File: config.mk
export PLATFORM = sky130hd
export DESIGN_NAME = fifo_1r1w
export DESIGN_NICKNAME = d
export VERILOG_FILES = /design/src/hdl/fifo_pkg.sv /design/src/hdl/mem_1r1w.sv /design/src/hdl/fifo_ptr_tracker.sv /design/src/hdl/fifo_1r1w.sv
export SDC_FILE = /design/constraint.sdc
export NUM_CORES = 1
export LEC_CHECK = 0
export BUFFER_PORTS_ARGS = -buffer_cell sky130_fd_sc_hd__buf_2
export CAP_MARGIN = 20
export CORE_MARGIN = 3
export CORE_UTILIZATION = 30
export CTS_CLUSTER_SIZE = 12
export DETAILED_ROUTE_END_ITERATION = 10
export HOLD_SLACK_MARGIN = 0.12
export PLACE_DENSITY = 0.53
export SYNTH_ARGS = -nofsm -noshare
export SYNTH_HDL_FRONTEND = slang
export SYNTH_SLANG_ARGS = --single-unit
File: constraint.sdc
create_clock -name w_clk_i -period 3.18 [get_ports w_clk_i]
set_clock_uncertainty 0.05 [all_clocks]
set_input_delay 0.477 -clock w_clk_i [delete_from_list [all_inputs] [get_ports w_clk_i]]
set_output_delay 0.477 -clock w_clk_i [all_outputs]
set_load 0.01 [all_outputs]
File: src/hdl/fifo_pkg.sv
// shared definitions for the single-clock fifo.
// word and depth sizes, pointer and count widths,
// and the per-cycle operation code of the pointer tracker.

`default_nettype none

package fifo_pkg;

    // ~~~~~~~~~~~~~~~~~~~~~~~~~~~~~~~~~~~~~~~~~~~~~~~~~~
    // sizes
    // ~~~~~~~~~~~~~~~~~~~~~~~~~~~~~~~~~~~~~~~~~~~~~~~~~~

    localparam int fifo_width_lp = 16;                  // bits per word.
    localparam int fifo_depth_lp = 32;                  // entries, a power of two.

    // pointers wrap naturally at the depth.
    localparam int fifo_addr_width_lp = $clog2(fifo_depth_lp);

    // one extra bit so that a full queue is representable.
    localparam int fifo_count_width_lp = fifo_addr_width_lp + 1;

    // ~~~~~~~~~~~~~~~~~~~~~~~~~~~~~~~~~~~~~~~~~~~~~~~~~~
    // operation code
    // ~~~~~~~~~~~~~~~~~~~~~~~~~~~~~~~~~~~~~~~~~~~~~~~~~~

    // effective operation of one cycle, after the
    // full and empty checks have been applied.
    typedef enum logic [1:0]
    {
        op_idle     = 2'b00,
        op_push     = 2'b01,
        op_pop      = 2'b10,
        op_push_pop = 2'b11
    } fifo_op_e;

endpackage : fifo_pkg

`default_nettype wire

File: src/hdl/mem_1r1w.sv
// register file with one write port and one read port.
// writes are synchronous, reads are asynchronous.

`timescale 1ns/1ns
`default_nettype none

module mem_1r1w
    import fifo_pkg::*;
(
    input  wire                           w_clk_i,

    // write port.
    input  wire                           w_v_i,
    input  wire [fifo_addr_width_lp-1:0]  w_addr_i,
    input  wire [fifo_width_lp-1:0]       w_data_i,

    // read port.
    input  wire [fifo_addr_width_lp-1:0]  r_addr_i,
    output logic [fifo_width_lp-1:0]      r_data_o
);

    // ~~~~~~~~~~~~~~~~~~~~~~~~~~~~~~~~~~~~~~~~~~~~~~~~~~
    // storage
    // ~~~~~~~~~~~~~~~~~~~~~~~~~~~~~~~~~~~~~~~~~~~~~~~~~~

    // plain inferred cells, one word per entry.
    logic [fifo_width_lp-1:0] mem_r [fifo_depth_lp];

    // ~~~~~~~~~~~~~~~~~~~~~~~~~~~~~~~~~~~~~~~~~~~~~~~~~~
    // write port
    // ~~~~~~~~~~~~~~~~~~~~~~~~~~~~~~~~~~~~~~~~~~~~~~~~~~

    // the word lands at the edge, so a read of the
    // same address still sees the old contents until then.
    always_ff @(posedge w_clk_i)
    begin
        if (w_v_i)
        begin
            mem_r[w_addr_i] <= w_data_i;
        end
    end

    // ~~~~~~~~~~~~~~~~~~~~~~~~~~~~~~~~~~~~~~~~~~~~~~~~~~
    // read port
    // ~~~~~~~~~~~~~~~~~~~~~~~~~~~~~~~~~~~~~~~~~~~~~~~~~~

    // zero latency, head of queue always visible.
    assign r_data_o = mem_r[r_addr_i];

endmodule : mem_1r1w

`default_nettype wire

File: src/hdl/fifo_ptr_tracker.sv
// pointer tracker for the single-clock fifo.
// decodes push and pop strobes into one operation per cycle,
// steps the write and read pointers, keeps the fill count,
// registers full and empty, and pulses on dropped strobes.

`timescale 1ns/1ns
`default_nettype none

module fifo_ptr_tracker
    import fifo_pkg::*;
(
    input  wire                            w_clk_i,
    input  wire                            arst_n_i,

    // strobes from the producer and the consumer.
    input  wire                            push_i,
    input  wire                            pop_i,

    // register file control, combinational.
    output logic                           w_v_o,
    output logic [fifo_addr_width_lp-1:0]  w_addr_o,
    output logic [fifo_addr_width_lp-1:0]  r_addr_o,

    // registered status.
    output logic [fifo_count_width_lp-1:0] count_o,
    output logic                           full_o,
    output logic                           empty_o,
    output logic                           overflow_o,
    output logic                           underflow_o
);

    // ~~~~~~~~~~~~~~~~~~~~~~~~~~~~~~~~~~~~~~~~~~~~~~~~~~
    // state
    // ~~~~~~~~~~~~~~~~~~~~~~~~~~~~~~~~~~~~~~~~~~~~~~~~~~

    logic [fifo_addr_width_lp-1:0]  wr_ptr_q;
    logic [fifo_addr_width_lp-1:0]  rd_ptr_q;
    logic [fifo_count_width_lp-1:0] count_q;
    logic                           full_q;
    logic                           empty_q;
    logic                           overflow_q;
    logic                           underflow_q;

    // next-state values.
    logic [fifo_addr_width_lp-1:0]  wr_ptr_next;
    logic [fifo_addr_width_lp-1:0]  rd_ptr_next;
    logic [fifo_count_width_lp-1:0] count_next;

    // accepted strobes and the resulting operation.
    logic     push_ok;
    logic     pop_ok;
    fifo_op_e op;

    // ~~~~~~~~~~~~~~~~~~~~~~~~~~~~~~~~~~~~~~~~~~~~~~~~~~
    // accept and decode
    // ~~~~~~~~~~~~~~~~~~~~~~~~~~~~~~~~~~~~~~~~~~~~~~~~~~

    // decisions use the state at the start of the cycle,
    // so a pop never frees room for a push in the same cycle.
    assign push_ok = push_i & ~full_q;
    assign pop_ok  = pop_i & ~empty_q;

    always_comb
    begin
        case ({pop_ok, push_ok})
            2'b01:   op = op_push;
            2'b10:   op = op_pop;
            2'b11:   op = op_push_pop;
            default: op = op_idle;
        endcase
    end

    // ~~~~~~~~~~~~~~~~~~~~~~~~~~~~~~~~~~~~~~~~~~~~~~~~~~
    // next state
    // ~~~~~~~~~~~~~~~~~~~~~~~~~~~~~~~~~~~~~~~~~~~~~~~~~~

    // pointers wrap at the power-of-two depth.
    always_comb
    begin
        wr_ptr_next = wr_ptr_q;
        rd_ptr_next = rd_ptr_q;
        count_next  = count_q;

        case (op)
            op_push:
            begin
                wr_ptr_next = wr_ptr_q + 1'b1;
                count_next  = count_q + 1'b1;
            end
            op_pop:
            begin
                rd_ptr_next = rd_ptr_q + 1'b1;
                count_next  = count_q - 1'b1;
            end
            op_push_pop:
            begin
                wr_ptr_next = wr_ptr_q + 1'b1;     // count holds.
                rd_ptr_next = rd_ptr_q + 1'b1;
            end
            default:
            begin
                count_next = count_q;              // idle.
            end
        endcase
    end

    // ~~~~~~~~~~~~~~~~~~~~~~~~~~~~~~~~~~~~~~~~~~~~~~~~~~
    // registers
    // ~~~~~~~~~~~~~~~~~~~~~~~~~~~~~~~~~~~~~~~~~~~~~~~~~~

    always_ff @(posedge w_clk_i or negedge arst_n_i)
    begin
        if (!arst_n_i)
        begin
            wr_ptr_q    <= '0;
            rd_ptr_q    <= '0;
            count_q     <= '0;
            full_q      <= 1'b0;
            empty_q     <= 1'b1;                   // starts empty.
            overflow_q  <= 1'b0;
            underflow_q <= 1'b0;
        end
        else
        begin
            wr_ptr_q    <= wr_ptr_next;
            rd_ptr_q    <= rd_ptr_next;
            count_q     <= count_next;
            full_q      <= (count_next == fifo_count_width_lp'(fifo_depth_lp));
            empty_q     <= (count_next == '0);
            overflow_q  <= push_i & full_q;        // dropped push.
            underflow_q <= pop_i & empty_q;        // ignored pop.
        end
    end

    // ~~~~~~~~~~~~~~~~~~~~~~~~~~~~~~~~~~~~~~~~~~~~~~~~~~
    // outputs
    // ~~~~~~~~~~~~~~~~~~~~~~~~~~~~~~~~~~~~~~~~~~~~~~~~~~

    // write strobe already carries the full check.
    assign w_v_o    = push_ok;
    assign w_addr_o = wr_ptr_q;
    assign r_addr_o = rd_ptr_q;                    // head of queue.

    assign count_o     = count_q;
    assign full_o      = full_q;
    assign empty_o     = empty_q;
    assign overflow_o  = overflow_q;
    assign underflow_o = underflow_q;

endmodule : fifo_ptr_tracker

`default_nettype wire

File: src/hdl/fifo_1r1w.sv
// top level of the single-clock fifo.
// pointer tracker driving a 1r1w register file.

`timescale 1ns/1ns
`default_nettype none

module fifo_1r1w
    import fifo_pkg::*;
(
    input  wire                            w_clk_i,
    input  wire                            arst_n_i,

    // producer side.
    input  wire                            push_i,
    input  wire [fifo_width_lp-1:0]        w_data_i,

    // consumer side.
    input  wire                            pop_i,
    output logic [fifo_width_lp-1:0]       r_data_o,

    // status.
    output logic [fifo_count_width_lp-1:0] count_o,
    output logic                           full_o,
    output logic                           empty_o,
    output logic                           overflow_o,
    output logic                           underflow_o
);

    // ~~~~~~~~~~~~~~~~~~~~~~~~~~~~~~~~~~~~~~~~~~~~~~~~~~
    // internal wiring
    // ~~~~~~~~~~~~~~~~~~~~~~~~~~~~~~~~~~~~~~~~~~~~~~~~~~

    logic                          mem_w_v;
    logic [fifo_addr_width_lp-1:0] mem_w_addr;
    logic [fifo_addr_width_lp-1:0] mem_r_addr;

    // ~~~~~~~~~~~~~~~~~~~~~~~~~~~~~~~~~~~~~~~~~~~~~~~~~~
    // pointer tracker
    // ~~~~~~~~~~~~~~~~~~~~~~~~~~~~~~~~~~~~~~~~~~~~~~~~~~

    fifo_ptr_tracker u_tracker
    (
        .w_clk_i     (w_clk_i),
        .arst_n_i    (arst_n_i),
        .push_i      (push_i),
        .pop_i       (pop_i),
        .w_v_o       (mem_w_v),
        .w_addr_o    (mem_w_addr),
        .r_addr_o    (mem_r_addr),
        .count_o     (count_o),
        .full_o      (full_o),
        .empty_o     (empty_o),
        .overflow_o  (overflow_o),
        .underflow_o (underflow_o)
    );

    // ~~~~~~~~~~~~~~~~~~~~~~~~~~~~~~~~~~~~~~~~~~~~~~~~~~
    // register file
    // ~~~~~~~~~~~~~~~~~~~~~~~~~~~~~~~~~~~~~~~~~~~~~~~~~~

    // data goes straight in, head comes straight out.
    mem_1r1w u_mem
    (
        .w_clk_i  (w_clk_i),
        .w_v_i    (mem_w_v),
        .w_addr_i (mem_w_addr),
        .w_data_i (w_data_i),
        .r_addr_i (mem_r_addr),
        .r_data_o (r_data_o)
    );

endmodule : fifo_1r1w

`default_nettype wire

== Word level (Yosys, flattened, before mapping) ==
Memory sizes are Yosys's and may differ from the RTL's.
Cells that the tools add are included.
Word-level totals
  bits of input ports: 20
  memories: 1
  RAM bits: 512
  logic and storage cells: 32
  bits in registers: 20
Memories
  u_mem.mem_r: words 32, bits a word 16, read ports 1, clocked after Yosys merged registers in 0, write ports 1, line mem_1r1w.sv:27  | logic [fifo_width_lp-1:0] mem_r [fifo_depth_lp];
Operators by class
  reduce and logical (&&, ||, !) cells: 3
  eq/ne operators: 7
  $add $sub $neg: 4
  mux-type cells: 4
  bitwise logic cells: 6
Operators with widths (number)
  $pmux W6 S2: 1
  $add A5 B1 Y5 const B: 2
  $eq A2 B2 Y1 const B: 4
  $add A6 B1 Y6 const B: 1
  $eq A6 B6 Y1 const B: 1
  $logic_not A6 Y1: 1
  $pmux W2 S3: 1
  $sub A6 B1 Y6 const B: 1
  $and A1 B1 Y1: 4
  $eq A2 B1 Y1 const B: 2
  $reduce_or A2 Y1: 2
  $mux W1: 2
  $not A1 Y1: 2

== Depth between registers and ports, before layout ==
  word-level depth: 7
  gate-level depth with buffers: 12
  depth with buffers taken out: 10

== Hierarchy ==
Synthesis repeated with hierarchy kept, for this count alone.
Unflattened totals
  cells, all modules: 1227
  area total of the unflattened synthesis: 21307.9 um^2
Modules (own cells, without submodules)
  mem_1r1w: area an instance 20215.6 um^2, times used 1, sequential area each 15374.7 um^2, cells each 1127
  fifo_ptr_tracker: area an instance 1092.3 um^2, times used 1, sequential area each 501.7 um^2, cells each 100

== Worst setup path before layout ==
OpenSTA, ideal clock, no wires.
  path kind: input-to-reg
  from: input port push_i
  to: register u_tracker.full_q, in the netlist u_tracker.full_o
  buffers on the path: 2
  data required time: 3.030 ns
  data arrival time: 2.832 ns
  stages on the path: 12
  setup slack: 0.197 ns
  cells stage by stage: nor2b_1 > clkbuf_1 > inv_1 > ha_1 > clkbuf_1 > xor2_1 > ha_1 > a211o_1 > nand4_1 > nand3_1 > a2111o_1 > nor4bb_1
Between the ends
  cells in the longest elaborated chain, start to end: 6
  elaborated cells on any way between the ends: 9
Ends and longest elaborated chain
  start, declared: line fifo_1r1w.sv:14  | input wire push_i,
  $and A1 B1 Y1 (*): line fifo_ptr_tracker.sv:60  | assign push_ok = push_i & ~full_q;
  $eq A2 B2 Y1 / $eq A2 B1 Y1 (equally long branches): line fifo_ptr_tracker.sv:65  | case ({pop_ok, push_ok})
  $pmux W2 S3 (*): line fifo_ptr_tracker.sv:65
  $eq A2 B2 Y1 / $eq A2 B1 Y1 (equally long branches): line fifo_ptr_tracker.sv:84  | case (op)
  $pmux W6 S2 (*): line fifo_ptr_tracker.sv:84
  $eq A6 B6 Y1 (*): line fifo_ptr_tracker.sv:128  | full_q <= (count_next == fifo_count_width_lp'(fifo_depth_lp));
  end signal, assigned: line fifo_ptr_tracker.sv:128
  end, declared: line fifo_ptr_tracker.sv:39  | logic full_q;
Every way passes the cells marked *; elsewhere a longest branch is shown, timed or not.
A chain may end at the register's enable or synchronous reset.

== Final worst setup path ==
  from: register u_tracker.rd_ptr_q[0], in the netlist u_tracker.r_addr_o[0]
  to: output port r_data_o[9]
Between the ends
  cells in the longest elaborated chain, start to end: 1
Ends and longest elaborated chain
  start, declared: line fifo_ptr_tracker.sv:37  | logic [fifo_addr_width_lp-1:0] rd_ptr_q;
  start signal, assigned: line fifo_ptr_tracker.sv:126  | rd_ptr_q <= rd_ptr_next;
  $mem_v2 Z32 W16
  end, declared: line fifo_1r1w.sv:19  | output logic [fifo_width_lp-1:0] r_data_o,
No other way between the ends.

==> flow_summary.ini <==
[run_status]
status = complete, but fails checks
failed_checks = setup timing

[route]
drc = 0
ant_nets = 0
wl_per_cell_um = 25.3
routed_wirelength_um = 48900
via_per_inst = 4.91
vias = 9483
drtIter0Drc = 910
dr.pass1.iters = 7

[logic_synthesis]
synth_edf_count = 512
synth-seq-cells = 532
ys_warn_count = 0
syn_area_um2 = 20700
synth_async_sr_flop_share = 0.0376
synth-seq-area-share = 0.768
postSynthNetCount = 916
synth_flop_cell = edfxtp_1
avgSynthCellArea_um2 = 23.3
synthDistinctLibCells = 43
syn_inst = 888

[sta]
tightest_slew_ns = 0.640
hold_violations = 0
setup_tns_ns = -4.53
fmax_mhz = 286
drv_slew = 0
fin_crit_ns = 3.49
holdWs_ns = 0.329
slew_headroom = 0.573
setup_viol = 16
setup_slack_ns = -0.314
post-route-period-util = 1.10
rsz0062_at_grt = true

[grt]
grt_pass1_wl_um = 69600
grt_pass1_vias = 9982
grt_max_degree = 33
grt_overflow_total = 0
grt.total_usage = 0.134
grt_antenna_before_repair = 5

[finish]
fin_util = 0.363
syn2layout_area_growth_pct = 19.0
layout.nets = 1045
design_area_um2 = 24600
final_cell_mix = edfxtp_1 (512), mux4_2 (160), clkbuf_16 (61)
final_common_cell = edfxtp_1
drive_gt1_frac = 0.382

[place]
routabilityCongestion = 0.748
portBuffers = 45
post_dp_cell_area_um2 = 22400
dp_hpwl_um = 26900
post-place-ws_ns = 0.197

[worst_setup_path]
worstSetupStartpointType = register
endpoint_kind = output pin
required_ns = 2.65
criticalPathCategory = register to output pin
critPathMaxFanout = 6
rrSetupSlack_ns = 0.37
reg2reg_from = u_tracker.full_o
arrival_ns = 2.97
crit_start = u_tracker.r_addr_o[0]

[clocking]
clock-root-buffer = clkbuf_16
clk_pin_slew_ns = 0.06
cts_tree = built
cts_buffers = 56
clock_path_buffers = 3
clk-insertion-delay-late_ns = 0.59
htreeDepth = 2
clock_sinks = 532

[floorplan]
num_rows = 95
dieArea_um2 = 72100
initial_utilization = 0.305
core_um2 = 67800
die_width_um = 269
io_pins = 46
die_h_um = 269

[power]
peakVddDrop_mv = 0.585
leakagePower_nw = 7.84
p_per_area_nw_per_um2 = 890

[worst_hold_path]
min_path_type = input pin to async pin

[job]
cap_violations = 0
-- critical path: stages, from the launching register on --
cell and delay (ns):
dfrtp_4 0.55, buf_12 0.16, clkbuf_16 0.14, buf_12 0.12, mux4_2 0.40, mux4_2 0.54, mux2_4 0.33, buf_6 0.13
-- synth_stat cells, drive strengths merged, types with 6 or more instances --
master,n,area (um2)
edfxtp,512,15400
o21ai,6,30.0
xnor2,8,70.1
ha,8,100
inv,8,30.0
nand2,12,45.0
nor2,34,128
mux2,17,191
buf,24,140
dfrtp,19,475
clkbuf,26,97.6
mux4,160,3600
-- cells by family after synthesis --
group,after synthesis,synth area share
adders and majority gates,8,0.00484
AOI/OAI and AO/OA,22,0.00714
xor gates and xnor gates,11,0.00466
muxes,177,0.183
buffers and inverters,58,0.0129
and+or+nand+nor,80,0.0193
DFF,532,0.768
-- final timing paths --
check / end / cells after the start
setup / recovery: r_data_o[9] / 7
hold / removal: u_tracker.underflow_o / 2
setup reg to reg: u_tracker.full_o / 10
hold reg to reg: u_tracker.underflow_o / 1
max in group asynchronous: u_tracker.r_addr_o[0] / 2
min in group w_clk_i: u_mem.mem_r[9][10] / 1
-- layer usage --
layer / vias up / part of all wire / routed length (um) / GRT usage
li1: 4023 / - / - / -
met1: 5112 / 0.43 / 20800 / 0.179
met2: 263 / 0.50 / 24300 / 0.226
met3: 79 / 0.054 / 2640 / 0.0228
met4: 6 / 0.024 / 1180 / 0.0405
met5: - / 0.00067 / 33 / 0
-- state kept, by name, indices dropped and copies added, names as in the netlist --
name,flops
u_tracker.overflow_o,1
u_tracker.empty_o,1
u_mem.mem_r,512
u_tracker.full_o,1
u_tracker.underflow_o,1
u_tracker.w_addr_o,5
u_tracker.count_o,6
u_tracker.r_addr_o,5
-- area by class of cell --
type                       count  area [um2]
clock inverter                22         170
inverter                       8        30.0
antenna                        1        2.50
timing repair buffer         121        1280
sequential                   532       15900
multi-input combinational    298        4670
fill                        6156       43100
clock buffer                  77        1480
tap                          873        1090
-- through the flow --
| step | instances | total power, mW |
|---|---|---|
| final | 1932 | 21.9 |
| after global routing | 1931 | 22.8 |
| after CTS | 1922 | 21.9 |
| after detailed placement | 1810 | 15.3 |
| after global placement | 1810 | 15.2 |
| after floorplan | 888 | 12.8 |
-- report_power, final --
part           internal, mW  switching [mW]
Clock                  3.34            2.61
Sequential             8.21           0.403
Combinational          3.96            3.37
-- timing repair --
action / 4_1_cts / 5_1_grt
endpoints found under the hold margin: 21 / 0
buffers inserted: 8 / 3
gates resized for setup: 26 / 11
cloned: 2 / 6
hold buffers: 3 / 0
setup endpoints to repair: 16 / 16
Power figures use the tool's default switching activity.
